$ cat src/verilog/busPkg.sv
// Bus definitions
// Widths of the CPU attribute port and the graphics ROM port
package busPkg;

	typedef logic [8:0]  cpuAddrT;  // 512 attribute bytes
	typedef logic [7:0]  byteT;

	// ROM address is {tile, column, row}
	typedef logic [16:0] romAddrT;
	typedef logic [15:0] romWordT;  // Four 4-bit pixels, leftmost in 15..12

	// Value seen on the CPU read bus when nothing is read
	localparam byteT idleReadValue = 8'hFF;

endpackage

$ cat src/verilog/spriteFormatPkg.sv
// Sprite format definitions
// Attribute record layout, sprite geometry and the pixel types shared by
// the scanner, the fetcher and the line buffers
package spriteFormatPkg;

	typedef logic [7:0] attrByteT;   // One byte of a sprite record

	// ------------------------------------------------------------------------
	// Byte offsets inside a 4-byte sprite record
	// ------------------------------------------------------------------------
	localparam logic [1:0] offsetPosY   = 2'd0; // Vertical position
	localparam logic [1:0] offsetAttr   = 2'd1; // dblH, flipX, palette, tile hi
	localparam logic [1:0] offsetTileLo = 2'd2; // Tile number bits 7..0
	localparam logic [1:0] offsetPosX   = 2'd3; // Horizontal position

	// Attribute byte:
	//   bit 7     double height
	//   bit 6     flipX
	//   bits 5..3 palette
	//   bits 2..0 tile number bits 10..8

	typedef logic [10:0] tileT;      // Tile number
	typedef logic [3:0]  rowT;       // Row inside a tile
	typedef logic [1:0]  columnT;    // 4-pixel column word index
	typedef logic [2:0]  paletteT;
	typedef logic [3:0]  colorT;     // 0 is transparent
	typedef logic [6:0]  pixelT;     // {palette, color}
	typedef logic [7:0]  screenXT;
	typedef logic [7:0]  lineT;

	// ------------------------------------------------------------------------
	// Geometry
	// ------------------------------------------------------------------------
	localparam int spriteWidth   = 16;
	localparam int pixelsPerWord = 4; // One nibble per pixel in a ROM word

endpackage

$ cat src/verilog/attributeRam.sv
// Sprite attribute RAM
// 4 bytes per sprite, one RAM port shared by the CPU and the line scan.
// The CPU always wins; a scan read is granted one cycle later or dropped.
`timescale 1ns/1ps

module attributeRam #(
	parameter int spriteCount = 128
) (
	input  logic                      clk,
	input  logic                      cpuSel,
	input  logic                      cpuWrite,
	input  busPkg::cpuAddrT           cpuAddr,
	input  busPkg::byteT              cpuWrData,
	input  logic                      scanRead,
	input  busPkg::cpuAddrT           scanAddr,
	output busPkg::byteT              cpuRdData,
	output spriteFormatPkg::attrByteT scanData,
	output logic                      scanGrant
);

	localparam int depth = spriteCount * 4;

	busPkg::byteT    mem [depth];  // Sprite records
	busPkg::cpuAddrT ramAddr;      // Address of the single port

	// ------------------------------------------------------------------------
	// Port arbitration
	// ------------------------------------------------------------------------
	assign ramAddr = cpuSel ? cpuAddr : scanAddr; // CPU has priority

	always_ff @(posedge clk) begin
		if (cpuSel && cpuWrite) begin
			mem[ramAddr] <= cpuWrData;     // Takes effect at this edge
		end

		// Scan data only meaningful together with the grant
		scanData  <= mem[ramAddr];
		scanGrant <= scanRead && !cpuSel; // Lost to the CPU, scanner retries

		// Registered CPU read, idle value otherwise
		if (cpuSel && !cpuWrite) begin
			cpuRdData <= mem[ramAddr];
		end else begin
			cpuRdData <= busPkg::idleReadValue;
		end
	end

endmodule

$ cat config.mk
export PLATFORM = sky130hd
export DESIGN_NAME = attributeRam
export DESIGN_NICKNAME = d
export VERILOG_FILES = /design/src/verilog/busPkg.sv /design/src/verilog/spriteFormatPkg.sv /design/src/verilog/attributeRam.sv
export SDC_FILE = /design/constraint.sdc
export NUM_CORES = 2
export LEC_CHECK = 0
export BUFFER_PORTS_ARGS = -buffer_cell sky130_fd_sc_hd__buf_2
export CAP_MARGIN = 15
export CORE_ASPECT_RATIO = 1.75
export CORE_MARGIN = 3
export CORE_UTILIZATION = 55
export CTS_BUF_LIST = sky130_fd_sc_hd__clkbuf_4 sky130_fd_sc_hd__clkbuf_8
export CTS_CLUSTER_DIAMETER = 60
export DETAILED_ROUTE_END_ITERATION = 10
export PLACE_DENSITY = 0.74
export RECOVER_POWER = 100
export SLEW_MARGIN = 15
export SYNTH_ARGS = -nofsm -noshare
export SYNTH_HDL_FRONTEND = slang
export SYNTH_SLANG_ARGS = --single-unit
$ cat constraint.sdc
create_clock -name clk -period 4.6 [get_ports clk]
set_clock_uncertainty 0.2 [all_clocks]
set_input_delay 0.92 -clock clk [delete_from_list [all_inputs] [get_ports clk]]
set_output_delay 0.92 -clock clk [all_outputs]
set_load 0.01 [all_outputs]
---- Word-level counts from Yosys, hierarchy flattened ----
Memory sizes are Yosys's and may differ from the RTL's.
Cells that the tools add are included.
W data, S select, Z words.
storage, ports and cells
  memories ................................ 1
  RAM bits ................................ 4096
  word-level logic and storage cells ...... 12
  latch bits .............................. 0
  bits in registers ....................... 17
  bits in read-only memories .............. 0
  output and inout port bits .............. 17
memories
  name  words  width  rd ports  clocked after memory_dff  write ports  RTL line            source
  mem   512    8      1         0                         1            attributeRam.sv:23  busPkg::byteT mem [depth];
cells by class
  muxes and demuxes ....................... 3
  shifts and indexed selects .............. 0
  multipliers ............................. 0
  equal/unequal tests ..................... 0
  add/subtract/negate cells ............... 0
  magnitude comparators ................... 0
  div/mod/pow operators ................... 0
  bitwise operators ....................... 0
  reduce and logical (&&, ||, !) cells .... 5
operators with widths
  kind                 count
  $mux W9              1
  $logic_and A1 B1 Y1  3
  $logic_not A1 Y1     2
  $mux W1              2

---- Logic depth before layout (Yosys ltp) ----
  depth in word-level cells ............... 3
  depth in mapped cells ................... 12
  mapped depth without buffers ............ 8

---- Worst setup path after synthesis ----
No wires, ideal clock.
  path kind ............................... in2reg
  start ................................... input cpuSel
  end ..................................... memory mem[385][0] in the netlist's numbering (enable)
  stages on the path ...................... 8
  path buffers ............................ 5
  required time ........................... 4030 ps
  arrival time ............................ 3151 ps
  path slack .............................. 879 ps
  cells stage by stage .................... buf_6 > buf_4 > buf_2 > o32ai_1 > clkbuf_1 > nand2_1 > clkbuf_1 > nor2_1
on the way
  longest elaborated chain between the ends .. 3
ends and longest elaborated chain
  item                           RTL line            source
  start, declared                attributeRam.sv:10  input logic cpuSel,
  $logic_and A1 B1 Y1            attributeRam.sv:32  if (cpuSel && cpuWrite) begin
  $mux W1                        attributeRam.sv:32
  $mux W1 (not written as such)  attributeRam.sv:33  mem[ramAddr] <= cpuWrData;
  end, declared                  attributeRam.sv:23
Several ways; a longest one is shown, not always the timed one.

---- Worst setup path in the final report ----
  start ................................... input cpuSel
  end ..................................... memory mem[507][2] in the netlist's numbering (enable)
The elaborated chain is that of the path after synthesis.

==> metrics.cfg <==
[timing]
relSlewSlack=-1.938
setup_violations=0
holdWs_ns=0.1323
slew_violations=1645
fin_crit_sh=0.9963
hold_viol=0
rsz0062_at_grt=no
tightest_slew_ns=4.407
max_clock_freq_mhz=218.2
min_period_ns=4.583

[floorplanning]
die_w_um=411.8
ios=47
dieArea_mm2=0.2950
core-area_mm2=0.2866
rows=260
die_h_um=716.2
start_util=0.5531

[synthesis]
synth_top_area_share=0.7759
synth_largest_area_cell=edfxtp_1
yosys_warnings=0
synth_area_per_cell_um2=18.11
syn_area_mm2=0.1585
synth_top_cells_by_count=4096 x edfxtp_1, 2053 x mux2i_1, 1024 x o22ai_1, 522 x nor2_1, 260 x buf_2
synth_fp_nets=8782
ys_ff_latch=4113
ys_types=28
syn_inst=8752
synth-edff-count=4096
synth.top_cells.by_area=edfxtp_1 78%, mux2i_1 13%, o22ai_1 4.0%
synthArstFlopShare=0
ys_seq_area_frac=0.7780
synth_ff_type=edfxtp_1
synth_most_common_cell=edfxtp_1

[setup_path]
cp.required_ns=5.03
rr_worst_depth=9
worstSetupPathType=input pin to flip-flop
critical_path.startpoint_type=input pin
reg2reg_slack_ns=1.16
path_cells=buf_2 -> clkbuf_1 -> mux2i_1 -> nor3_1 -> buf_4 -> nand2_1 -> nor2_1 -> clkbuf_1
critPathArrivalTime_ns=5.02
path_common_cell=clkbuf_1
end_kind=flip-flop
slowest_stage=clkbuf_1
slowest_delay_ns=0.86
crit_fanout=16
r2r-start=mem[396][0]
startpoint=cpuSel

[power]
ir_drop_mv=0.2947
power_mw=73.37
powerDensity_mw_per_mm2=411.4
p_leak_nw=60.85

[run]
maxCapViolations=21

[global_routing]
overflow=0
grtUsageTotal=0.2802
antenna_found_initial=23
grt_max_degree=148
grt_pass1_wl_um=600700
grt_pass1_vias=88780

[clock_network]
clkSlewWorstSetupHoldPaths_ns=0.07
clk_latency_ns=1.03
htreeDepth=6
cts_resized=0
cts_sinks=4113
ctsHoldBuffers=1
cts_setup_buffers=0
cts_tree=yes
numCtsBuffers=545
cts_root_buf=clkbuf_8
cts.path.max_buffers=4

[outcome]
violations=capacitance limit, slew limit
status=finished with violations

[final_layout]
drive_gt1_frac=0.1486
fillers=19620
nets=9535
area.growth.synth_to_final_pct=12.49

[routing]
drt_iter0_drc=9443
vias=86910
drt-pass1-iter-count=6
drt.antenna.violating_nets=0
drcViolationCount=0
vias_per_cell=6.335
routedWlPerCell_um=30.54
finalWirelength_um=419000

[hold_path]
hold_path.class=input pin to flip-flop
hold_path_startpoint=cpuWrite
hold_depth=3

[place]
io_buffers=46
gp_congestion=0.9184
dp_hpwl_um=263000

layer usage:
metal | track usage | share of wire
met5 | 0 | 0.00027
met4 | 0.1864 | 0.078
met3 | 0.04581 | 0.082
met2 | 0.4839 | 0.51
met1 | 0.3214 | 0.33
placed cells by master (no fill, tap or decap), types with 2 or more instances in the layout:
| cell type | n |
|---|---|
| edfxtp_1 | 4096 |
| mux2i_1 | 2053 |
| o22ai_1 | 1024 |
| clkbuf_8 | 572 |
| nor2_1 | 522 |
| buf_4 | 404 |
| o41ai_1 | 256 |
| clkbuf_1 | 181 |
| clkbuf_4 | 160 |
| buf_12 | 138 |
| clkinv_1 | 113 |
| nand4_1 | 72 |
| clkinv_2 | 55 |
| nand2_1 | 40 |
| a22oi_1 | 32 |
| clkbuf_2 | 26 |
| clkinvlp_4 | 23 |
| bufinv_16 | 21 |
| buf_2 | 21 |
| dfxtp_1 | 17 |
| o21ai_4 | 16 |
| nand2_4 | 16 |
| diode_2 | 12 |
| nand2b_1 | 11 |
| inv_6 | 8 |
| o32ai_4 | 4 |
| or2_2 | 4 |
| nor3b_1 | 3 |
| nor3_1 | 3 |
| and3b_1 | 3 |
| inv_1 | 3 |
| mux2_8 | 2 |
| nor2b_1 | 2 |
worst max-delay path: cells and delay by family:
| kind | cells | cell delay (ns) |
|---|---|---|
| and+or+nand+nor | 3 | 1.64 |
| muxes | 1 | 0.47 |
| buffers and inverters | 4 | 1.92 |
sequential cells by signal, summed over array words and instances (netlist names):
register,count
cpuRdData,8
mem,4096
scanData,8
scanGrant,1
cell families (layout without fill, tap and decap cells):
family                 Yosys count  count (layout)  synth area share
AOI/OAI and AO/OA             1332            1332           0.05687
muxes                         2056            2056            0.1299
DFF                           4113            4113            0.7780
and+or+nand+nor                677             677           0.01764
buffers and inverters          574            1730           0.01758
other                            0              12                 0
report_power, final:
group | leakage (nW) | switching [mW] | internal, mW
Combinational | 18.3 | 3.31 | 1.75
Sequential | 36.9 | 0.0363 | 41.3
Clock | 5.57 | 13.0 | 14.0
Total | 60.9 | 16.3 | 57.0
layout make-up:
cell class,count,area (µm²),share of cell area
Tap cell,3799,4753,0.02666
Clock inverter,220,1573,0.008820
Sequential cell,4113,123300,0.6916
Timing Repair Buffer,777,6773,0.03798
Inverter,3,11.26,0.00006315
Multi-Input combinational cell,4065,32790,0.1839
Antenna cell,12,30.03,0.0001684
Clock buffer,730,9059,0.05080
stage by stage:
stage	util	instances	worst slack [ns]	area, µm²	TNS [ns]
after global routing	0.6221	13710	0.1065	178300	0
after floorplan	-	8752	0.8788	158500	0
final	0.6222	13720	0.01697	178300	0
after global placement	0.5885	12760	-0.8347	168700	-8.660
after detailed placement	0.5885	12760	-0.8074	168700	-8.776
after CTS	0.6256	13710	0.2882	179300	0
path summary, 6_finish.rpt:
| kind | end |
|---|---|
| setup / recovery | mem[507][2] |
| hold / removal | cpuRdData[5] |
| setup reg to reg | cpuRdData[0] |
| hold reg to reg | cpuRdData[7] |
No activity file was read; power rests on OpenSTA's default activity.
