### config.mk
export PLATFORM = sky130hd
export DESIGN_NAME = lineBuffers
export DESIGN_NICKNAME = d
export VERILOG_FILES = /design/src/verilog/spriteFormatPkg.sv /design/src/verilog/lineBuffers.sv
export SDC_FILE = /design/constraint.sdc
export NUM_CORES = 2
export LEC_CHECK = 0
export BUFFER_PORTS_ARGS = -buffer_cell sky130_fd_sc_hd__buf_2
export CAP_MARGIN = 20
export CORE_UTILIZATION = 45
export DETAILED_ROUTE_END_ITERATION = 12
export GPL_ROUTABILITY_DRIVEN = 0
export HOLD_SLACK_MARGIN = 0.08
export PLACE_DENSITY = 0.66
export SLEW_MARGIN = 25
export SYNTH_ARGS = -nofsm -noshare
export SYNTH_HDL_FRONTEND = slang
export SYNTH_SLANG_ARGS = --single-unit
### constraint.sdc
create_clock -name clk -period 9.85 [get_ports clk]
set_input_delay 0 -clock clk [delete_from_list [all_inputs] [get_ports clk]]
set_output_delay 0 -clock clk [all_outputs]
set_load 0.03 [all_outputs]
### src/verilog/spriteFormatPkg.sv
// Sprite format definitions
// Attribute record layout, sprite geometry and the pixel types shared by
// the scanner, the fetcher and the line buffers
package spriteFormatPkg;

	typedef logic [7:0] attrByteT;   // One byte of a sprite record

	// ------------------------------------------------------------------------
	// Byte offsets inside a 4-byte sprite record
	// ------------------------------------------------------------------------
	localparam logic [1:0] offsetPosY   = 2'd0; // Vertical position
	localparam logic [1:0] offsetAttr   = 2'd1; // dblH, flipX, palette, tile hi
	localparam logic [1:0] offsetTileLo = 2'd2; // Tile number bits 7..0
	localparam logic [1:0] offsetPosX   = 2'd3; // Horizontal position

	// Attribute byte:
	//   bit 7     double height
	//   bit 6     flipX
	//   bits 5..3 palette
	//   bits 2..0 tile number bits 10..8

	typedef logic [10:0] tileT;      // Tile number
	typedef logic [3:0]  rowT;       // Row inside a tile
	typedef logic [1:0]  columnT;    // 4-pixel column word index
	typedef logic [2:0]  paletteT;
	typedef logic [3:0]  colorT;     // 0 is transparent
	typedef logic [6:0]  pixelT;     // {palette, color}
	typedef logic [7:0]  screenXT;
	typedef logic [7:0]  lineT;

	// ------------------------------------------------------------------------
	// Geometry
	// ------------------------------------------------------------------------
	localparam int spriteWidth   = 16;
	localparam int pixelsPerWord = 4; // One nibble per pixel in a ROM word

endpackage

### src/verilog/lineBuffers.sv
// Sprite line buffers
// Ping-pong pair of 256-pixel buffers; the fetcher draws into one while
// the display reads the other, clearing each entry as it is read
`timescale 1ns/1ps

module lineBuffers (
	input  logic                     clk,
	input  logic                     rst,
	input  logic                     lineStart,
	input  logic                     drawWrite,
	input  spriteFormatPkg::screenXT drawX,
	input  spriteFormatPkg::pixelT   drawPixel,
	input  logic                     pixelEn,
	input  spriteFormatPkg::screenXT pixelX,
	output spriteFormatPkg::pixelT   pixelOut
);

	logic                   drawSel;    // Buffer being drawn, other one shown
	spriteFormatPkg::pixelT bankRd [2]; // Display-side read of each buffer

	// ------------------------------------------------------------------------
	// Buffer swap
	// ------------------------------------------------------------------------
	always_ff @(posedge clk) begin
		if (rst) begin
			drawSel <= 1'b0;
		end else if (lineStart) begin
			drawSel <= !drawSel;
		end
	end

	// ------------------------------------------------------------------------
	// The two buffers
	// ------------------------------------------------------------------------
	for (genvar b = 0; b < 2; b++) begin : gBank
		spriteFormatPkg::pixelT ram [256];

		always_ff @(posedge clk) begin
			if (drawSel == 1'(b)) begin
				if (drawWrite) begin
					ram[drawX] <= drawPixel;   // Later sprite overwrites
				end
			end else if (pixelEn) begin
				ram[pixelX] <= '0;             // Clear behind the display
			end
		end

		assign bankRd[b] = ram[pixelX];
	end

	// Display read, one cycle after pixelEn
	always_ff @(posedge clk) begin
		if (pixelEn) begin
			pixelOut <= bankRd[!drawSel];
		end
	end

endmodule

== Word-level counts from Yosys, hierarchy flattened ==
Memory sizes are Yosys's and may differ from the RTL's.
Cells that the tools add are included.
Storage, ports and cells
  memories: 2
  bits in writable memories: 3584
  input port bits: 28
  output and inout port bits: 7
  bits in registers: 8
  word-level logic and storage cells: 28
Operators by class
  magnitude comparators: 1
  multiplexer cells: 19
  bitwise gates (word level): 1
  reductions and logical operators: 3
Memory list
  gBank[0].ram: words 256, bits a word 7, read ports 1, clocked after memory_dff 0, wr ports 1, RTL line lineBuffers.sv:36  | spriteFormatPkg::pixelT ram [256];
  gBank[1].ram: words 256, bits a word 7, read ports 1, clocked after memory_dff 0, wr ports 1, RTL line lineBuffers.sv:36
Operator list (number)
  two-way mux 7 bit: 5
  two-way mux 8 bit: 2
  OR reduction 7 bit: 2
  two-way mux 1 bit: 12
  >= comparator 2 bit, second input constant: 1
  NOT 1 -> 2 bit: 1
  zero test 1 bit: 1

== Logic depth before layout (Yosys ltp) ==
  depth after elaboration: 5
  mapped depth: 13
  gate-level depth less buffers: 7

== Worst setup path before layout ==
No wires, ideal clock.
  path kind: register to register
  start point: register drawSel
  end point: memory gBank[1].ram[0][0] in the netlist's numbering (data pin)
  library setup time: 1.446 ns
  stages on the path, launching flop included: 4
  required time: 8.404 ns
  arrival: 6.931 ns
  setup slack: 1.473 ns
  period minus slack after synthesis: 8.377 ns
  cell sequence: dfxtp_1 -> nor2b_1 -> clkbuf_1 -> nor2b_1
On the way
  longest elaborated chain between the ends: 4
RTL lines
  start, declared: RTL line lineBuffers.sv:18  | logic drawSel;
  start signal, assigned: RTL line lineBuffers.sv:28  | drawSel <= !drawSel;
  two-way mux 1 bit: RTL line lineBuffers.sv:39  | if (drawSel == 1'(b)) begin
  two-way mux 1 bit (not written as such): RTL line lineBuffers.sv:44  | ram[pixelX] <= '0;
  OR reduction 7 bit (no source line)
  two-way mux 7 bit (no source line)
  end, declared: RTL line lineBuffers.sv:36
Every way passes these cells.

== Worst setup path in the final report ==
  start point: register drawSel
  end point: memory gBank[1].ram[210][3] in the netlist's numbering (enable)
On the way
  longest elaborated chain between the ends: 4
  elaborated cells between the ends (all ways): 7
  classes of those cells: 6 x mux; 1 x reduce/logical
RTL lines (RTL line)
  two-way mux 1 bit: lineBuffers.sv:39
  two-way mux 1 bit (not written as such): lineBuffers.sv:44
  OR reduction 7 bit (no source line)
  two-way mux 8 bit (no source line) or two-way mux 1 bit (tied branches)
Several ways; a longest one is shown, not always the timed one.

==> impl_results.md <==
- Reg clk slew, reported paths: 0.06 ns
- Syn nets: 7,298
- Seq/Total Area, Yosys: 76.4%
- Cell taking the most area after synthesis: edfxtp_1
- Yosys Warn Count: 0
- Pwr dens: 206 mW/mm^2
- CTS Buf Count: 364
- Area Growth Syn to Fin: 11.3%
- Run status: finished clean
- CTS Buffer Depth: 4
- Mapped Area: 0.141 sq mm
- Reg2Reg Setup Slack: 5.27 ns
- FMAX: 0.218 GHz
- Top post-synthesis cells by area: edfxtp_1, mux4_2, mux2i_1
- Gr usage total: 22.9%
- Maximum Capacitance Violations: 0
- Nature of the critical path startpoint: flop
- Worst rel slew slack: 18.6%
- Die width: 562 um
- Critical Path RT: 10.34 ns
- Initial Util: 45.3%
- Synth Register Bits: 3,592
- Unique masters post-synth: 59
- Post-route met1 wirelength: 144,000 um
- Critical path endpoint: gBank[1].ram[210][3]$_DFFE_PP_
- Final net count: 7,398
- Largest stage delay on the critical path: 0.98 ns
- Commonest register cell after synthesis: edfxtp_1
- Root Driver: clkbuf_16
- Pleak: 49.4 nW
- Post-synth EDFFs: 3,591
- Post-CTS sizing: 0
- First-pass GRT wire length: 524,000 um
- Via-to-Cell Ratio: 6.21
- Final setup TNS: 0 ns
- Vias in the first global route: 72,100
- Vias: 73,400
- DR pass1 iterations: 7
- Min Tclk post-route: 4.58 ns
- Die height: 562 um
- Worst hold path type: primary input to flop
- # clock sinks: 3,592
- Syn avg cell area: 19.4 sq um
- Dpl ws: 4.78 ns
- IO Port Bufs: 34
- Crit path max fanout: 26
- Largest net degree at the start of global routing: 198
- Worst Setup SP: drawSel$_SDFFE_PP0P_
- Worst-Skew Late Latency: 0.90 ns
- Total wire length: 367,000 um
- Worst Max-Slew Pin Slew: 1.22 ns
- # rows: 205
- Cells after synthesis: 7,270
- DR WL met2: 174,000 um
- WL per Instance: 31.1 um
- FILL cells: 24,600
- Uppermost layer routed: met5
- Synth async-reset ratio: 0%
- CP Cell Sequence: buf_4 -> inv_1 -> nand2_1 -> o21ai_1 -> nand3_1 -> buf_4 -> nor2_1
- DRC: 0
- Fraction of layout instances using a drive strength above 1: 16.8%
- Period Utilization, post-route: 46.5%
- PnR worst setup slack: 5.27 ns
- Die area: 0.316 sq mm
- Critical R2R Capture: gBank[1].ram[210][3]$_DFFE_PP_
- Initial antenna violation count: 20
- IO Count: 35
- Count of hold-fix buffers inserted at cts: 14
- Worst Setup End Kind: flop
- Reg-to-reg startpoint: drawSel$_SDFFE_PP0P_
- Setup Buffers After CTS: 0
- Slowest stage cell, crit path: nand3_1
- Drt first-iter violations: 9,932
- Critical path arrival: 5.07 ns
- CTS tree: yes
- Core Region: 0.312 sq mm
- FF-to-FF path depth: 7
- Crit path kind: flop to flop
- H-tree levels: 5
- # setup viols final: 0
- Endpoints failing hold: 0
- Setup clock skew after layout: 0.0452 ns
- Top-area cell type share of the netlist area: 76.4%
- Remaining Overflow, GRT: 0
- Crit-path most repeated cell: buf_4
- RSZ-0062 raised after global routing: no
- Max Slew Vio Count: 0
- Post-DRT Antenna Nets: 0
- Wire length on met3: 33,300 um
- Worst VDD drop: 0.000158 V
- HPWL after DPL: 221,000 um
-- worst min path at each step --
stage	cells after the start	endpoint	start	slack, ns
global route	4	drawSel$_SDFFE_PP0P_	lineStart	0.11
CTS	4	drawSel$_SDFFE_PP0P_	lineStart	0.09
finish	4	drawSel$_SDFFE_PP0P_	lineStart	0.13
detailed placement	2	drawSel$_SDFFE_PP0P_	rst	0.42
global placement	2	drawSel$_SDFFE_PP0P_	rst	0.42
floorplan	1	drawSel$_SDFFE_PP0P_	rst	0.07
-- layer usage --
metal	vias up	global-route usage (%)
li1	30300	-
met1	38300	31.8
met2	4054	36.4
met3	736	3.85
met4	4	8.62
met5	-	0
-- logic make-up (layout without fill, tap and decap cells) --
group,Yosys count,count (layout),synth area share (%)
compound gates,879,879,4.38
xor+xnor,1,1,0.00621
buf+inv,455,851,1.89
flops,3592,3592,76.4
mux,1265,1265,14.1
other cells,0,10,0
simple gates,1078,1078,3.27
-- through the flow --
stage	hold WS, ns	cell area, sq um	power, mW	std cells	utilization (%)
finish	0.134	157000	32.3	11800	50.4
global route	0.109	157000	33.1	11800	50.4
CTS	0.0890	157000	32.4	11800	50.3
detailed placement	0.417	145000	19.1	11100	46.6
global placement	0.424	145000	19.0	11100	46.6
floorplan	0.0724	141000	18.4	7270	-
-- worst max-delay path, delay by kind of cell, from the launching register on --
| family | cells | cell delay, ns |
|---|---|---|
| AO/OA/AOI/OAI | 1 | 0.74 |
| buffers and inverters | 3 | 0.98 |
| flip-flops | 1 | 0.29 |
| AND/OR/NAND/NOR | 3 | 2.13 |
-- layout by cell type (no fill, tap or decap), drive strengths merged, types with 3 or more instances in the layout --
master       synthesis  routed
inv                  7      19
a32oi                9       9
a22oi               29      29
nand2              177     177
o21ai              121     121
nor3b                4       4
mux4               574     574
nand4               27      27
nand2b              10      10
dlygate4sd3          0      14
diode                0      10
or2                  4       4
nor2               618     618
nor3                86      86
edfxtp            3591    3591
o221ai             315     315
clkbuf             207     455
nor2b               21      21
clkinvlp             0       8
or3                 13      13
nand3               67      67
a211oi              33      33
o32ai               12      12
and2                12      12
o31ai               13      13
nor4                20      20
o22a                 6       6
o22ai              160     160
a2bb2oi              6       6
or4                  7       7
and4                 7       7
bufinv               0      33
a21oi              156     156
buf                240     167
a2111oi              3       3
clkinv               1     155
mux2i              691     691
o21a                 3       3
o2111a               6       6
-- sequential cells by signal, indices dropped and copies added, names as in the netlist --
| register | count |
|---|---|
| drawSel | 1 |
| gBank.ram | 3584 |
| pixelOut | 7 |
-- synthesized netlist by cell type (4+ instances only) --
| cell | instances |
|---|---|
| edfxtp_1 | 3591 |
| mux2i_1 | 691 |
| nor2_1 | 618 |
| mux4_2 | 574 |
| o221ai_1 | 315 |
| clkbuf_1 | 207 |
| nand2_1 | 177 |
| o22ai_1 | 160 |
| a21oi_1 | 156 |
| o21ai_0 | 115 |
| nor3_1 | 85 |
| buf_6 | 76 |
| nand3_1 | 67 |
| buf_2 | 58 |
| buf_4 | 52 |
| buf_1 | 45 |
| a211oi_1 | 33 |
| a22oi_1 | 29 |
| nand4_1 | 27 |
| nor2b_1 | 21 |
| nor4_1 | 20 |
| or3_1 | 13 |
| and2_1 | 12 |
| o31ai_1 | 12 |
| o32ai_1 | 12 |
| nand2b_1 | 10 |
| a32oi_1 | 9 |
| and4_1 | 7 |
| or4_1 | 7 |
| a2bb2oi_1 | 6 |
| buf_8 | 6 |
| inv_1 | 6 |
| o2111a_1 | 6 |
| o22a_1 | 6 |
| o21ai_1 | 5 |
| nor3b_1 | 4 |
-- final cells by class --
cell class	instances	area, sq um	share of cell area [%]
inverter	8	36.3	0.0231
antenna	10	25.0	0.0159
clock inverter	207	1930	1.23
timing repair buffer	181	1640	1.04
multi-input combinational	3223	30800	19.6
tap	4140	5180	3.30
sequential	3592	108000	68.6
clock buffer	455	9670	6.16
-- where the power goes --
group          total (mW)  switching, mW  leakage (nW)  internal, mW
registers            17.0         0.0223          32.6          17.0
clock network        13.6           5.74          5.67          7.83
logic                1.76           1.27          11.2         0.493
(Power assumes the default switching activity.)
