$ cat src/verilog/spriteFormatPkg.sv
// Sprite format definitions
// Attribute record layout, sprite geometry and the pixel types shared by
// the scanner, the fetcher and the line buffers
package spriteFormatPkg;

	typedef logic [7:0] attrByteT;   // One byte of a sprite record

	// ------------------------------------------------------------------------
	// Byte offsets inside a 4-byte sprite record
	// ------------------------------------------------------------------------
	localparam logic [1:0] offsetPosY   = 2'd0; // Vertical position
	localparam logic [1:0] offsetAttr   = 2'd1; // dblH, flipX, palette, tile hi
	localparam logic [1:0] offsetTileLo = 2'd2; // Tile number bits 7..0
	localparam logic [1:0] offsetPosX   = 2'd3; // Horizontal position

	// Attribute byte:
	//   bit 7     double height
	//   bit 6     flipX
	//   bits 5..3 palette
	//   bits 2..0 tile number bits 10..8

	typedef logic [10:0] tileT;      // Tile number
	typedef logic [3:0]  rowT;       // Row inside a tile
	typedef logic [1:0]  columnT;    // 4-pixel column word index
	typedef logic [2:0]  paletteT;
	typedef logic [3:0]  colorT;     // 0 is transparent
	typedef logic [6:0]  pixelT;     // {palette, color}
	typedef logic [7:0]  screenXT;
	typedef logic [7:0]  lineT;

	// ------------------------------------------------------------------------
	// Geometry
	// ------------------------------------------------------------------------
	localparam int spriteWidth   = 16;
	localparam int pixelsPerWord = 4; // One nibble per pixel in a ROM word

endpackage

$ cat src/verilog/spriteJobIf.sv
// Sprite job link
// Carries one hit sprite from the scanner to the tile fetcher
`timescale 1ns/1ps

interface spriteJobIf;

	logic        valid;   // One-cycle pulse, only while busy is low
	logic [10:0] tile;    // Tile number, lsb already fixed for double height
	logic [3:0]  row;     // Row inside the tile
	logic [2:0]  palette;
	logic        flipX;
	logic [7:0]  posX;    // Left edge on screen
	logic        busy;    // Fetcher working, high from the cycle after valid

	modport scanner (
		output valid, tile, row, palette, flipX, posX,
		input  busy
	);

	modport fetcher (
		input  valid, tile, row, palette, flipX, posX,
		output busy
	);

endinterface

$ cat src/verilog/spriteScanner.sv
// Sprite line scanner
// Walks all sprite records for the line being prepared, applies the
// vertical hit test and hands each hit sprite to the tile fetcher
`timescale 1ns/1ps

module spriteScanner #(
	parameter int spriteCount = 128
) (
	input  logic                            clk,
	input  logic                            rst,
	input  logic                            lineStart,
	input  spriteFormatPkg::lineT           lineY,
	input  spriteFormatPkg::attrByteT       scanData,
	input  logic                            scanGrant,
	output logic                            scanRead,
	output logic [$clog2(spriteCount)+1:0]  scanAddr,
	output logic                            scanBusy,
	spriteJobIf.scanner                     job
);

	localparam int indexBits = $clog2(spriteCount);

	typedef enum logic [2:0] {
		idle,
		readY,
		readAttr,
		readTileLo,
		readX,
		issue,
		waitFetcher
	} stateT;

	stateT                     state;
	stateT                     afterSprite; // Where to go once a sprite is done
	logic [indexBits-1:0]      index;       // Current sprite
	logic                      pending;     // Read in flight, wait for grant
	logic [1:0]                offset;      // Byte within the record
	spriteFormatPkg::lineT     curLine;     // Line latched at lineStart
	spriteFormatPkg::lineT     sum;
	spriteFormatPkg::lineT     ySum;
	spriteFormatPkg::attrByteT attr;
	logic                      lastSprite;

	// ------------------------------------------------------------------------
	// RAM read side
	// ------------------------------------------------------------------------
	always_comb begin
		case (state)
			readAttr:   offset = spriteFormatPkg::offsetAttr;
			readTileLo: offset = spriteFormatPkg::offsetTileLo;
			readX:      offset = spriteFormatPkg::offsetPosX;
			default:    offset = spriteFormatPkg::offsetPosY;
		endcase
	end

	assign scanAddr = {index, offset};
	assign scanRead = !pending && (state inside {readY, readAttr, readTileLo, readX});

	assign sum         = curLine + scanData; // Wraps modulo 256
	assign lastSprite  = (index == indexBits'(spriteCount - 1));
	assign afterSprite = lastSprite ? waitFetcher : readY;
	assign scanBusy    = (state != idle);

	// ------------------------------------------------------------------------
	// Scan FSM
	// ------------------------------------------------------------------------
	always_ff @(posedge clk) begin
		if (rst) begin
			state     <= idle;
			index     <= '0;
			pending   <= 1'b0;
			job.valid <= 1'b0;
		end else begin
			job.valid <= 1'b0;     // Pulse only
			pending   <= scanRead; // Cleared next cycle, grant or not
			case (state)
				idle: begin
					if (lineStart) begin
						curLine <= lineY;
						index   <= '0;
						state   <= readY;
					end
				end
				readY: begin
					if (scanGrant) begin
						ySum <= sum;
						if (&sum[7:5]) begin
							state <= readAttr;
						end else begin
							state <= afterSprite; // Off this line
							index <= index + 1'b1;
						end
					end
				end
				readAttr: begin
					if (scanGrant) begin
						attr <= scanData;
						// Lower half needs the double-height bit
						if (ySum[4] || scanData[7]) begin
							state <= readTileLo;
						end else begin
							state <= afterSprite;
							index <= index + 1'b1;
						end
					end
				end
				readTileLo: begin
					if (scanGrant) begin
						if (attr[7]) begin
							job.tile <= {attr[2:0], scanData[7:1], ySum[4]}; // Upper/lower tile
						end else begin
							job.tile <= {attr[2:0], scanData};
						end
						job.row     <= ySum[3:0];
						job.palette <= attr[5:3];
						job.flipX   <= attr[6];
						state       <= readX;
					end
				end
				readX: begin
					if (scanGrant) begin
						job.posX <= scanData;
						state    <= issue;
					end
				end
				issue: begin
					if (!job.busy) begin
						job.valid <= 1'b1; // Fetcher latches the fields now
						state     <= afterSprite;
						index     <= index + 1'b1;
					end
				end
				waitFetcher: begin
					// Last job may still be in its valid cycle
					if (!job.busy && !job.valid) begin
						state <= idle;
					end
				end
				default: state <= idle;
			endcase
		end
	end

endmodule

$ cat src/flat_wrapper.sv
// flat-port wrapper written by rule: the top's interface ports become plain ports
module spriteScanner_flat 
#(
	parameter int spriteCount = 128
)
  (clk, rst, lineStart, lineY, scanData, scanGrant, scanRead, scanAddr, scanBusy, job_valid, job_tile, job_row, job_palette, job_flipX, job_posX, job_busy);
  spriteJobIf job_i ();
  input  logic clk;
  input  logic rst;
  input  logic lineStart;
  input  spriteFormatPkg::lineT lineY;
  input  spriteFormatPkg::attrByteT scanData;
  input  logic scanGrant;
  output logic scanRead;
  output logic [$clog2(spriteCount)+1:0] scanAddr;
  output logic scanBusy;
  output wire logic [$bits(job_i.valid)-1:0] job_valid;
  output wire logic [$bits(job_i.tile)-1:0] job_tile;
  output wire logic [$bits(job_i.row)-1:0] job_row;
  output wire logic [$bits(job_i.palette)-1:0] job_palette;
  output wire logic [$bits(job_i.flipX)-1:0] job_flipX;
  output wire logic [$bits(job_i.posX)-1:0] job_posX;
  input wire logic [$bits(job_i.busy)-1:0] job_busy;
  assign job_valid = job_i.valid;
  assign job_tile = job_i.tile;
  assign job_row = job_i.row;
  assign job_palette = job_i.palette;
  assign job_flipX = job_i.flipX;
  assign job_posX = job_i.posX;
  assign job_i.busy = job_busy;
  spriteScanner #(.spriteCount(spriteCount)) u_core (.clk(clk), .rst(rst), .lineStart(lineStart), .lineY(lineY), .scanData(scanData), .scanGrant(scanGrant), .scanRead(scanRead), .scanAddr(scanAddr), .scanBusy(scanBusy), .job(job_i));
endmodule
$ cat config.mk
export PLATFORM = sky130hd
export DESIGN_NAME = spriteScanner_flat
export DESIGN_NICKNAME = d
export VERILOG_FILES = /design/src/verilog/spriteFormatPkg.sv /design/src/verilog/spriteJobIf.sv /design/src/verilog/spriteScanner.sv /design/src/flat_wrapper.sv
export SDC_FILE = /design/constraint.sdc
export NUM_CORES = 1
export LEC_CHECK = 0
export ABC_CLOCK_PERIOD_IN_PS = 3600
export BUFFER_PORTS_ARGS = -buffer_cell sky130_fd_sc_hd__buf_2
export CAP_MARGIN = 5
export CORE_UTILIZATION = 53
export CTS_BUF_LIST = sky130_fd_sc_hd__clkbuf_16
export CTS_CLUSTER_SIZE = 14
export DETAILED_ROUTE_END_ITERATION = 8
export PLACE_DENSITY_LB_ADDON = 0.1
export SLEW_MARGIN = 5
export SYNTH_ARGS = -nofsm -noshare
export SYNTH_HDL_FRONTEND = slang
export SYNTH_SLANG_ARGS = --single-unit
$ cat constraint.sdc
create_clock -name clk -period 3.6 [get_ports clk]
set_input_delay 0.18 -clock clk [delete_from_list [all_inputs] [get_ports clk]]
set_output_delay 0.18 -clock clk [all_outputs]
set_load 0.02 [all_outputs]
======== Word level (Yosys, flattened, before mapping) ========
Index checks and enable logic that the tools add are counted.
operators by class
  bitwise operators ....................... 2
  equality and inequality tests ........... 16
  add/subtract/negate cells ............... 2
  multiplexer cells ....................... 21
  $lt $le $gt $ge ......................... 0
  reductions and logical operators ........ 19
  div/mod/pow operators ................... 0
  shift-type cells ........................ 0
  multiply operators ...................... 0
operators with widths
  operator                                                               number
  7-bit two-way mux                                                      6
  3-bit two-way mux                                                      10
  7-bit one-hot mux with 4 select lines                                  1
  3-bit one-hot mux with 7 select lines                                  1
  3-bit AND reduction                                                    6
  2-bit != test, second input constant                                   8
  7-bit AND reduction                                                    2
  3-bit equality test, second input constant                             3
  8-bit adder                                                            1
  4-bit nonzero test                                                     2
  7-bit by 1-bit adder with 7-bit output, second input constant          1
  7-bit equality test, second input constant                             1
  3-bit by 2-bit equality test with 1-bit output, second input constant  2
  2-bit one-hot mux with 3 select lines                                  1
  3-bit by 1-bit equality test with 1-bit output, second input constant  1
  1-bit zero test                                                        3
  3-bit zero test                                                        1
  3-bit nonzero test                                                     1
  1-bit logical AND                                                      2
  1-bit two-way mux                                                      2
  2-bit by 1-bit != test with 1-bit output, second input constant        1
  1-bit inverter                                                         2
  2-bit OR reduction                                                     1
  1-bit logical OR                                                       1
storage, ports and cells
  memories ................................ 0
  register bits ........................... 60
  bits in latches ......................... 0
  bits in writable memories ............... 0
  word-level logic and storage cells ...... 72
  bits in read-only memories .............. 0

======== Depth between registers and ports, before layout ========
  depth after elaboration ................. 5
  gate-level depth with buffers ........... 8
  depth with buffers taken out ............ 8

======== Worst setup path before layout ========
Ideal clock, no wire load.
  path kind ............................... flip-flop to flip-flop
  start point ............................. register u_core.curLine[0]
  end point ............................... register u_core.index[4]
  stages on the path, launching flop included .. 9
  clock period less this slack ............ 2,483 ps
  data arrival time ....................... 2,421 ps
  data required time ...................... 3,538 ps
  library setup time ...................... 62 ps
  path slack .............................. 1,117 ps
  cell sequence ........................... edfxtp_1 -> ha_1 -> fa_1 -> a211oi_2 -> o211a_1 -> a2111oi_4 -> o41a_1 -> or3b_1 -> nand3_1
between the ends
  longest elaborated chain between the ends .. 4
RTL lines
  item                                  RTL line              RTL
  from (decl)                           spriteScanner.sv:38   spriteFormatPkg::lineT curLine;
  from (signal assigned)                spriteScanner.sv:79   curLine <= lineY;
  8-bit adder                           spriteScanner.sv:59   assign sum = curLine + scanData;
  3-bit AND reduction                   spriteScanner.sv:87   if (&sum[7:5]) begin
  2-bit != test (no source line)        n/a
  7-bit AND reduction (no source line)  n/a
  to (signal assigned)                  spriteScanner.sv:91   index <= index + 1'b1;
  to (signal assigned)                  spriteScanner.sv:103  index <= index + 1'b1;
  to (signal assigned)                  spriteScanner.sv:130  index <= index + 1'b1;
  to (decl)                             spriteScanner.sv:35   logic [indexBits-1:0] index;
No other way between the ends.
A chain may end at the register's enable or synchronous reset.

======== Worst setup path after layout ========
Ends and elaborated chain as after synthesis.

==> impl_metrics.tcl <==
set metrics [dict create \
    grt_pass1_vias 1709 \
    ys_seq_area_frac 0.623 \
    gp_congestion 0.811 \
    coreArea_um2 4820 \
    antenna_violating_nets_post_route 0 \
    drive_above_1_share 0.304 \
    power.density_nw_per_um2 524 \
    dr.pass1.iters 4 \
    synth_warnings 0 \
    fin_crit_sh 0.736 \
    holdCritStartpoint "lineY[2]" \
    crit_slowest_cell "o41a_1" \
    worst_slew_pin_slew_ns 0.898 \
    crit_type "reg2reg" \
    p_leak_nw 1.26 \
    root_buffer "clkbuf_16" \
    diodes 0 \
    syn_inst 213 \
    wl_per_cell_um 14.4 \
    grt_first_pass_wirelength_um 8160 \
    min_path_type "in2reg" \
    syn_avg_cell_area_um2 12.7 \
    finalSetupViolations 0 \
    synth_area_um2 2700 \
    crit_path_start "u_core.curLine[0]" \
    rr_worst_depth 8 \
    p_total_w 0.00177 \
    timing.rr.end "u_core.index[4]" \
    synth_ff_type "edfxtp_1" \
    maxCapViolations 0 \
    cp-endpoint "u_core.index[4]" \
    path_depth 8 \
    fin_skew_ns 0.00731 \
    post_cts.repair.setup_buffers 0 \
    irDropWorstVdd_mv 0.341 \
    finalSetupTns_ns 0 \
    port_buffers 59 \
    finalMaxSlewViolations 0 \
    fp-row-count 25 \
    clock_sinks 60 \
    ys_types 54 \
    hold_violations 0 \
    cpLargestDelayFamily "compound AO/OA/AOI/OAI gates" \
    drc 0 \
    antenna_found_initial 0 \
    slowest_delay_ns 0.53 \
    clock_latency_ns 0.33 \
    area_growth_pct 25.0 \
    r2r_slack_ns 0.95 \
    wl_um 5030 \
    critPathBufInv 0 \
    final_common_cell "buf_2" \
    cts_max_path_buffers 2 \
    detailed_place_hpwl_um 3590 \
    drt_iter0_drc 105 \
    finalCoreUtilization 0.700 \
    h-tree-depth 3 \
    nets 308 \
    path_clk_slew_ns 0.05 \
    vias 1896 \
    clock.fmax_mhz 378 \
    syn_nets 243 \
    synth-edff-count 48 \
    grt_overflow 0 \
    vias_per_cell 5.42 \
    crit_path_cell_trace "ha_1 > fa_1 > a211oi_2 > o211a_1 > a2111oi_4 > o41a_1 > or3b_1 > nand3_1" \
    cts_tree "yes" \
    critPathCaptureType "flop" \
    grt_usage 0.209 \
    chipWidth_um 73.3 \
    grt_setup_unrepaired "false" \
    cp-start-kind "flop" \
    outcome "complete, no violations" \
    arrival_ns 2.92 \
    n_fill_cell 360 \
    io_pins 60 \
    required_ns 3.87 \
    die_h_um 73.3 \
    setup_slack_ns 0.951 \
    rr_startpoint "u_core.curLine[0]" \
    grt_max_degree 20 \
    initial_utilization 0.560 \
    synth-seq-cells 60 \
    cts_resized 0 \
    die-area_um2 5380 \
    hold-path-cell-count 1 \
    final_cell_mix "buf_2 (59), edfxtp_1 (48), nand2_1 (18)" \
    async_reset_ff_frac 0 \
    cts_hold_buf 0 \
    hold_slack_ns 0.0251 \
    place_ws_ns 0.956 \
    period_needed_ns 2.65 \
    numCtsBuffers 9 \
    cp_max_fo 6 \
    max-slew-margin-rel 0.400 \
]
Yosys cell counts (2+ instances only):
cell type / number / area (µm²)
dfxtp_1: 12 / 240
a31oi_1: 5 / 31.3
inv_1: 2 / 7.51
xnor2_1: 5 / 43.8
a221oi_2: 2 / 30.0
or3_1: 3 / 18.8
nand2_1: 18 / 67.6
nand2b_1: 8 / 50.1
nor3_1: 12 / 60.1
a21oi_1: 11 / 55.1
and3_1: 2 / 12.5
clkbuf_1: 6 / 22.5
a211oi_1: 3 / 22.5
o21ai_0: 7 / 35.0
nor2b_1: 2 / 12.5
edfxtp_1: 48 / 1440
a21o_1: 2 / 15.0
ha_1: 8 / 100
o21ai_1: 3 / 15.0
o211a_1: 2 / 20.0
nor3b_1: 3 / 22.5
nor2_1: 9 / 33.8
nand3b_1: 2 / 15.0
o32ai_1: 2 / 17.5
nand3_1: 7 / 35.0
through the flow:
stage / instances / instance area, µm²
after global routing: 350 / 3370
after detailed placement: 334 / 3080
after global placement: 334 / 3080
final: 350 / 3370
after CTS: 350 / 3370
after floorplan: 213 / 2700
registers in the layout, indices dropped and copies added (netlist names), 4 cells and up:
register and flops:
u_core.job.tile 11, u_core.attr 8, u_core.curLine 8, u_core.job.posX 8
u_core.index 7, u_core.ySum 5, u_core.job.row 4
power by group:
group	total [W]	switching, W	internal [W]
Combinational	0.000170	0.000103	0.0000667
Clock	0.000820	0.000291	0.000529
Sequential	0.000779	0.0000149	0.000764
Total	0.00177	0.000409	0.00136
layout make-up:
class,instances,area (µm²),share of cell area
multi-input cells,142,985,0.292
flip-flops and latches,60,1680,0.499
clock inverters,7,67.6,0.0200
inverters,3,11.3,0.00334
well taps,67,83.8,0.0249
clock buffers,9,225,0.0668
repair buffers,62,318,0.0942
kinds of logic after synthesis:
| family | share of synthesized area |
|---|---|
| compound gates | 0.137 |
| xor+xnor | 0.0195 |
| fa+ha+maj | 0.0445 |
| buf+inv | 0.0158 |
| flops | 0.623 |
| mux | 0.00788 |
| simple gates | 0.152 |
routing by layer:
metal  wire, µm  GRT usage  share of wire
met4         98     0.0897          0.019
met2       2250      0.317           0.45
met5          0          0              0
met3        293     0.0658          0.058
met1       2390      0.279           0.48
worst min-delay path by stage:
stage	to	slack, ns
floorplan	u_core.attr[0]	0.28
global placement	u_core.curLine[2]	0.36
detailed placement	u_core.curLine[2]	0.36
CTS	u_core.curLine[2]	0.02
global route	u_core.curLine[4]	0.02
finish	u_core.curLine[2]	0.03
worst register-to-register path, delay by kind of cell, from the launching register on:
family,cells,cell delay (ns)
adder cells (fa/ha/maj),2,0.67
AO/OA/AOI/OAI,4,1.09
flip-flops,1,0.37
AND/OR/NAND/NOR,2,0.46
(Power assumes the default switching activity.)
