**config.mk**
```make
export PLATFORM = sky130hd
export DESIGN_NAME = tileFetcher_flat
export DESIGN_NICKNAME = d
export VERILOG_FILES = /design/src/verilog/busPkg.sv /design/src/verilog/spriteFormatPkg.sv /design/src/verilog/spriteJobIf.sv /design/src/verilog/tileFetcher.sv /design/src/flat_wrapper.sv
export SDC_FILE = /design/constraint.sdc
export NUM_CORES = 1
export LEC_CHECK = 0
export BUFFER_PORTS_ARGS = -buffer_cell sky130_fd_sc_hd__buf_2
export CAP_MARGIN = 10
export CORE_AREA = 2 2 86 88
export CTS_BUF_LIST = sky130_fd_sc_hd__clkbuf_4 sky130_fd_sc_hd__clkbuf_8 sky130_fd_sc_hd__clkbuf_16
export DETAILED_ROUTE_END_ITERATION = 8
export DIE_AREA = 0 0 88 90
export HOLD_SLACK_MARGIN = 0.1
export PLACE_DENSITY = 0.72
export SLEW_MARGIN = 20
export SYNTH_ARGS = -nofsm -noshare
export SYNTH_HDL_FRONTEND = slang
export SYNTH_SLANG_ARGS = --single-unit
```
**constraint.sdc**
```tcl
create_clock -name clk -period 3.1 [get_ports clk]
set_clock_uncertainty 0.15 [all_clocks]
set_input_delay 0.465 -clock clk [delete_from_list [all_inputs] [get_ports clk]]
set_output_delay 0.465 -clock clk [all_outputs]
set_load 0.01 [all_outputs]
```
**src/verilog/busPkg.sv**
```systemverilog
// Bus definitions
// Widths of the CPU attribute port and the graphics ROM port
package busPkg;

	typedef logic [8:0]  cpuAddrT;  // 512 attribute bytes
	typedef logic [7:0]  byteT;

	// ROM address is {tile, column, row}
	typedef logic [16:0] romAddrT;
	typedef logic [15:0] romWordT;  // Four 4-bit pixels, leftmost in 15..12

	// Value seen on the CPU read bus when nothing is read
	localparam byteT idleReadValue = 8'hFF;

endpackage

```
**src/verilog/spriteFormatPkg.sv**
```systemverilog
// Sprite format definitions
// Attribute record layout, sprite geometry and the pixel types shared by
// the scanner, the fetcher and the line buffers
package spriteFormatPkg;

	typedef logic [7:0] attrByteT;   // One byte of a sprite record

	// ------------------------------------------------------------------------
	// Byte offsets inside a 4-byte sprite record
	// ------------------------------------------------------------------------
	localparam logic [1:0] offsetPosY   = 2'd0; // Vertical position
	localparam logic [1:0] offsetAttr   = 2'd1; // dblH, flipX, palette, tile hi
	localparam logic [1:0] offsetTileLo = 2'd2; // Tile number bits 7..0
	localparam logic [1:0] offsetPosX   = 2'd3; // Horizontal position

	// Attribute byte:
	//   bit 7     double height
	//   bit 6     flipX
	//   bits 5..3 palette
	//   bits 2..0 tile number bits 10..8

	typedef logic [10:0] tileT;      // Tile number
	typedef logic [3:0]  rowT;       // Row inside a tile
	typedef logic [1:0]  columnT;    // 4-pixel column word index
	typedef logic [2:0]  paletteT;
	typedef logic [3:0]  colorT;     // 0 is transparent
	typedef logic [6:0]  pixelT;     // {palette, color}
	typedef logic [7:0]  screenXT;
	typedef logic [7:0]  lineT;

	// ------------------------------------------------------------------------
	// Geometry
	// ------------------------------------------------------------------------
	localparam int spriteWidth   = 16;
	localparam int pixelsPerWord = 4; // One nibble per pixel in a ROM word

endpackage

```
**src/verilog/spriteJobIf.sv**
```systemverilog
// Sprite job link
// Carries one hit sprite from the scanner to the tile fetcher
`timescale 1ns/1ps

interface spriteJobIf;

	logic        valid;   // One-cycle pulse, only while busy is low
	logic [10:0] tile;    // Tile number, lsb already fixed for double height
	logic [3:0]  row;     // Row inside the tile
	logic [2:0]  palette;
	logic        flipX;
	logic [7:0]  posX;    // Left edge on screen
	logic        busy;    // Fetcher working, high from the cycle after valid

	modport scanner (
		output valid, tile, row, palette, flipX, posX,
		input  busy
	);

	modport fetcher (
		input  valid, tile, row, palette, flipX, posX,
		output busy
	);

endinterface

```
**src/verilog/tileFetcher.sv**
```systemverilog
// Tile row fetcher
// Reads the four column words of one sprite row from the graphics ROM and
// writes the opaque pixels into the draw line buffer, one per cycle
`timescale 1ns/1ps

module tileFetcher (
	input  logic                     clk,
	input  logic                     rst,
	input  logic                     romRdy,
	input  busPkg::romWordT          romData,
	output logic                     romReq,
	output busPkg::romAddrT          romAddr,
	output logic                     drawWrite,
	output spriteFormatPkg::screenXT drawX,
	output spriteFormatPkg::pixelT   drawPixel,
	spriteJobIf.fetcher              job
);

	typedef enum logic [1:0] {
		idle,
		request,
		waitRom,
		drawPixels
	} stateT;

	stateT                     state;
	spriteFormatPkg::tileT     tile;
	spriteFormatPkg::rowT      row;
	spriteFormatPkg::paletteT  palette;
	logic                      flipX;
	spriteFormatPkg::screenXT  posX;
	spriteFormatPkg::columnT   column;    // Word being drawn
	logic [1:0]                pixelIdx;  // Pixel within the word
	busPkg::romWordT           word;      // Shifts left, current pixel on top
	spriteFormatPkg::colorT    color;
	logic [3:0]                spriteCol; // 0..15 across the sprite
	logic [3:0]                placeCol;  // After mirroring

	assign job.busy  = (state != idle);
	assign color     = word[15:12];
	assign spriteCol = {column, pixelIdx};
	assign placeCol  = flipX ? 4'(spriteFormatPkg::spriteWidth - 1) - spriteCol : spriteCol;

	// ------------------------------------------------------------------------
	// Fetch and draw FSM
	// ------------------------------------------------------------------------
	always_ff @(posedge clk) begin
		if (rst) begin
			state     <= idle;
			romReq    <= 1'b0;
			drawWrite <= 1'b0;
		end else begin
			romReq    <= 1'b0;
			drawWrite <= 1'b0;
			case (state)
				idle: begin
					if (job.valid) begin
						tile     <= job.tile;
						row      <= job.row;
						palette  <= job.palette;
						flipX    <= job.flipX;
						posX     <= job.posX;
						column   <= '0;
						pixelIdx <= '0;
						state    <= request;
					end
				end
				request: begin
					romReq  <= 1'b1;
					romAddr <= {tile, column, row};
					state   <= waitRom; // romRdy may already come with the request
				end
				waitRom: begin
					if (romRdy) begin
						word  <= romData;
						state <= drawPixels;
					end
				end
				drawPixels: begin
					drawWrite <= (color != '0);           // Color 0 is see-through
					drawX     <= posX + {4'b0, placeCol}; // Wraps at 256
					drawPixel <= {palette, color};
					word      <= word << 4;
					pixelIdx  <= pixelIdx + 1'b1;
					if (pixelIdx == 2'(spriteFormatPkg::pixelsPerWord - 1)) begin
						if (column == 2'd3) begin
							state <= idle; // busy falls with the last write
						end else begin
							column <= column + 1'b1;
							state  <= request;
						end
					end
				end
				default: state <= idle;
			endcase
		end
	end

endmodule
```
**src/flat_wrapper.sv**
```systemverilog
// flat-port wrapper written by rule: the top's interface ports become plain ports
module tileFetcher_flat 
  (clk, rst, romRdy, romData, romReq, romAddr, drawWrite, drawX, drawPixel, job_valid, job_tile, job_row, job_palette, job_flipX, job_posX, job_busy);
  spriteJobIf job_i ();
  input  logic clk;
  input  logic rst;
  input  logic romRdy;
  input  busPkg::romWordT romData;
  output logic romReq;
  output busPkg::romAddrT romAddr;
  output logic drawWrite;
  output spriteFormatPkg::screenXT drawX;
  output spriteFormatPkg::pixelT drawPixel;
  input wire logic [$bits(job_i.valid)-1:0] job_valid;
  input wire logic [$bits(job_i.tile)-1:0] job_tile;
  input wire logic [$bits(job_i.row)-1:0] job_row;
  input wire logic [$bits(job_i.palette)-1:0] job_palette;
  input wire logic [$bits(job_i.flipX)-1:0] job_flipX;
  input wire logic [$bits(job_i.posX)-1:0] job_posX;
  output wire logic [$bits(job_i.busy)-1:0] job_busy;
  assign job_i.valid = job_valid;
  assign job_i.tile = job_tile;
  assign job_i.row = job_row;
  assign job_i.palette = job_palette;
  assign job_i.flipX = job_flipX;
  assign job_i.posX = job_posX;
  assign job_busy = job_i.busy;
  tileFetcher u_core (.clk(clk), .rst(rst), .romRdy(romRdy), .romData(romData), .romReq(romReq), .romAddr(romAddr), .drawWrite(drawWrite), .drawX(drawX), .drawPixel(drawPixel), .job(job_i));
endmodule
```
* Yosys cells after proc, flatten, opt, wreduce, memory -nomap -nowiden
Index checks and enable logic that the tools add are counted.
Word-level totals: flip-flop bits (word level) 83, input bits 47, output and inout port bits 35, logic and storage cells 56
Cells by class: add/subtract/negate cells 4, equality and inequality tests 9, muxes and demuxes 14, bitwise operators 2, reduce and logical (&&, ||, !) cells 13
Operators with widths (number):
- 16-bit one-hot mux with 2 select lines | 1
- 16-bit two-way mux | 1
- 2-bit two-way mux | 6
- 3-bit AND reduction | 4
- 8-bit by 4-bit adder with 8-bit output | 1
- 2-bit == test, second input constant | 4
- 2-bit one-hot mux with 2 select lines | 2
- 2-bit one-hot mux with 4 select lines | 1
- 2-bit != test, second input constant | 3
- 2-bit nonzero test | 3
- 5-bit AND reduction | 1
- 2-bit by 1-bit adder with 2-bit output, second input constant | 2
- 4-bit two-way mux | 1
- 2-bit AND reduction | 2
- 4-bit nonzero test | 1
- 4-bit subtractor, first input constant | 1
- 2-bit by 1-bit == test with 1-bit output, second input constant | 1
- 2-bit logical NOT | 1
- 1-bit two-way mux | 2
- 2-bit by 1-bit != test with 1-bit output, second input constant | 1
- 1-bit NOT | 2
- 2-bit OR reduction | 1

* Logic depth before layout (Yosys ltp)
depth after elaboration 4, depth in mapped cells 6, mapped depth without buffers 6

* Worst setup path before layout
No wires, ideal clock.
path kind reg-to-reg, from reg u_core.state[0], to reg u_core.flipX, enable pin, library setup time 451 ps, arrival time 2829 ps, required time 2499 ps, path slack -329 ps, stages on the path, launching flop included 5, path buffers 0, period minus slack after synthesis 3429 ps, cells stage by stage dfxtp_1 -> inv_1 -> ha_1 -> inv_1 -> nor3b_1
Between the ends: longest elaborated chain between the ends 2
Ends and longest elaborated chain:
- from (decl) | line tileFetcher.sv:26 | stateT state;
- from (signal assigned) | line tileFetcher.sv:49 | state <= idle;
- from (signal assigned) | line tileFetcher.sv:65 | state <= request;
- from (signal assigned) | line tileFetcher.sv:71 | state <= waitRom;
- 2-bit logical NOT | line tileFetcher.sv:55 | case (state)
- 3-bit AND reduction (no line)
- to (signal assigned) | line tileFetcher.sv:61 | flipX <= job.flipX;
- to (decl) | line tileFetcher.sv:30 | logic flipX;
Every way passes these cells. A chain may end at the register's enable or synchronous reset.

* Worst setup path in the final report
from reg u_core.flipX, to reg u_core.drawX[6] (data pin)
Between the ends: longest elaborated chain between the ends 2
Ends and longest elaborated chain:
- 4-bit two-way mux | line tileFetcher.sv:42 | assign placeCol = flipX ? 4'(spriteFormatPkg::spriteWidth - 1) - spriteCol : spriteCol;
- 8-bit by 4-bit adder with 8-bit output | line tileFetcher.sv:81 | drawX <= posX + {4'b0, placeCol};
- to (signal assigned) | line tileFetcher.sv:81
- to (decl) | line tileFetcher.sv:14 | output spriteFormatPkg::screenXT drawX,
Every way passes these cells.

==> flow_summary_export.csv <==
group,metric,value,unit
floorplan,ios,82,
sta,setup_viol,0,
drt,drt_first_pass_iters,4,
sta,setup_ws,0.937,ns
clock_network,cts_buffers,9,
final_layout,syn2layout_area_growth,23.9,%
floorplan,core_area,0.00702,mm^2
power,p_seq_share,52.6,%
sta,setup_tns,0,ns
clock_network,cts_max_level,3,
min_path,min_path_cells,1,
placed_design,pre_cts_ws,0.916,ns
setup_path,worstPathCellList,"xor2_1 -> ha_1 -> fa_1 -> a21oi_1 -> o21ai_1 -> xor2_1",
final_layout,final_cell_count_no_fill,372,
sta,rsz0062_at_grt,"false",
floorplan,die_w,88,um
setup_path,startpoint_type,"register",
setup_path,crit_family,"adder cells",
logic_synthesis,synth_area,0.00318,mm^2
logic_synthesis,synthCells,175,
placed_design,place.gp.congestion,0.748,
drt,drc,0,
final_layout,stdcell_area,0.00395,mm^2
setup_path,critPathKind,"register to register",
setup_path,crit_slowest_cell,"edfxtp_1",
setup_path,cp.buffers_inverters,0,
flow_run,maxCapViolCount,0,
clock_network,postCtsResizedCells,0,
power,clockPowerShare,28.1,%
floorplan,initial_core_util,45.4,%
global_routing,grt_pass1_vias,1792,
sta,slew_viol_final,0,
global_routing,gr-usage-all-layers,13.8,%
power,combPwrFrac,19.4,%
sta,period_minus_slack,2.16,ns
floorplan,rows,31,
sta,fmax,0.462,GHz
global_routing,grt_overflow,0,
clock_network,cts_sinks,83,
global_routing,antenna_found_initial,0,
setup_path,worst_r2r_endpoint,"u_core.drawX[6]",
placed_design,placedCellCount,356,
drt,vias_per_cell,4.69,
floorplan,die_height,90,um
setup_path,cp.arrival,2.12,ns
placed_design,dp_hpwl,3500,um
power,p_per_area,718,mW/mm^2
setup_path,setup.worst_path.end,"u_core.drawX[6]",
setup_path,cp-startpoint,"u_core.flipX",
floorplan,die_area,0.00792,mm^2
clock_network,clkTransAtPathRegs,0.09,ns
final_layout,drive_above_1_share,39.2,%
setup_path,r2r_cells,6,
final_layout,diodes,0,
power,switching_power,783,uW
run_status,outcome,"finished clean",
power,peakVddDrop,0.000379,V
power,p_leak,0.00152,uW
placed_design,placed_cell_area,0.00374,mm^2
sta,worst_pin_slew,0.503,ns
global_routing,grt_max_degree,28,
global_routing,grt_pass1_wl,8210,um
setup_path,cp.depth,6,
sta,finalCritPeriodShare,69.8,%
min_path,min_path_type,"primary input to register",
final_layout,nets,326,
setup_path,slowest_delay,0.47,ns
logic_synthesis,ys_warn_count,0,
drt,ant_nets,0,
drt,drt-wirelength-per-cell,13.5,um
setup_path,r2r_start,"u_core.flipX",
logic_synthesis,avgSynthCellArea,18.2,um^2
logic_synthesis,yosys_register_bits,83,
placed_design,io_buffers,81,
sta,slew_headroom,66.4,%
power,internal_power,2050,uW
setup_path,worstPathMaxFanout,4,
setup_path,cp_data_required_time,3.06,ns
clock_network,cts_root_buf,"clkbuf_8",
clock_network,cts_tree,"yes",
final_layout,final_core_util,56.2,%
setup_path,reg2reg_slack,0.94,ns
power,sw_frac_of_total,27.6,%
clock_network,clk_latency,0.34,ns
setup_path,cp-end-kind,"register",
drt,drtIter0Drc,108,
logic_synthesis,synth_fp_nets,233,
logic_synthesis,post_synth_num_cell_types,37,
logic_synthesis,ys_seq_area_share,77.0,%
drt,drt_wl_total,5030,um
clock_network,post_cts_buffers,0,
sta,hold_viol,0,
clock_network,clk_path_buf_depth,2,
setup_path,cpMostUsedCell,"xor2_1",
drt,vias,1745,
clock_network,postCtsHoldBufs,0,
[state kept, by name, summed over array words and instances (netlist names)]
name and count:
u_core.column 2, u_core.drawPixel 7, u_core.drawWrite 1, u_core.drawX 8, u_core.flipX 1, u_core.palette 3, u_core.pixelIdx 2, u_core.posX 8
u_core.romAddr 17, u_core.romReq 1, u_core.row 4, u_core.state 2, u_core.tile 11, u_core.word 16
[synthesized netlist by cell type, drive strengths merged]
cell type	n	share of area (%)
a21oi	3	0.47
clkbuf	2	0.24
dfxtp	4	2.5
xor2	8	2.2
or3b	1	0.28
a221o	1	0.31
or4	1	0.24
a221oi	1	0.28
o31ai	1	0.24
edfxtp	79	74
o21bai	1	0.24
nand4	2	0.39
a211oi	2	0.47
o21ai	3	0.47
buf	2	0.39
nor3b	1	0.24
nor3	2	0.31
nand2b	4	0.79
o2111ai	1	0.28
and3	2	0.43
fa	1	0.63
xnor2	1	0.28
ha	10	3.9
mux2i	2	0.63
inv	4	0.47
o41a	1	0.35
a21o	1	0.24
nor2	2	0.24
and2	2	0.39
mux2	12	4.2
nand3	3	0.47
nor2b	14	2.8
nand2	1	0.12
[layout make-up]
type	instances	area, um^2
Multi-Input combinational cell	84	708
Clock inverter	7	80.1
Tap cell	99	124
Clock buffer	9	124
Timing Repair Buffer	86	443
Fill cell	569	3070
Sequential cell	83	2450
Inverter	4	15.0
[layer usage]
metal	share of wire [%]	vias to the layer above	routed length, um	track usage (%)
met2	52	54	2640	23.2
li1	-	852	-	-
met4	1.7	0	84	5.77
met1	40	832	2030	16.1
met3	5.6	7	280	4.50
met5	0	-	0	0
[worst min-delay path by stage]
stage	startpoint	end
floorplan	u_core.palette[0]	u_core.drawPixel[4]
global placement	u_core.tile[6]	u_core.romAddr[12]
finish	job_row[1]	u_core.row[1]
CTS	job_row[1]	u_core.row[1]
detailed placement	u_core.tile[7]	u_core.romAddr[13]
global route	job_row[2]	u_core.row[2]
[kinds of logic after synthesis]
logic type | after synthesis | synth area share [%]
flip-flops | 83 | 77.0
multiplexers | 14 | 4.87
AO/OA/AOI/OAI | 15 | 3.34
adder cells (fa/ha/maj) | 11 | 4.56
buffers and inverters | 8 | 1.10
XOR/XNOR | 9 | 2.48
AND/OR/NAND/NOR | 35 | 6.64
[power by group through the flow]
stage | Combinational [uW] | Clock, uW | Sequential (uW)
finish | 548 | 796 | 1490
floorplan | 338 | 0 | 1530
detailed placement | 547 | 0 | 1520
CTS | 556 | 810 | 1490
global placement | 530 | 0 | 1510
global route | 615 | 850 | 1510
[worst reg2reg max path, stage by stage (launching register included)]
cell and delay, ns:
edfxtp_1 0.47, xor2_1 0.20, ha_1 0.23, fa_1 0.40
a21oi_1 0.22, o21ai_1 0.11, xor2_1 0.14
[layout by cell type (no fill, tap or decap), types with 4 or more instances in the layout]
cell      synthesis  layout
nand2b_1          4       4
nor2b_1          14      14
clkbuf_8          0       9
inv_1             4       4
buf_2             1      81
xor2_1            8       8
ha_1             10      10
dfxtp_1           4       4
mux2_1            9       9
buf_4             1       5
edfxtp_1         79      79
[per-stage QoR]
step / hold slack, ns / total power, uW
final: 0.134 / 2830
after global placement: 0.251 / 2040
after CTS: 0.120 / 2860
after global routing: 0.113 / 2970
after detailed placement: 0.255 / 2060
after floorplan: 0.250 / 1870
Note: power is estimated with default switching activity, not from simulation.
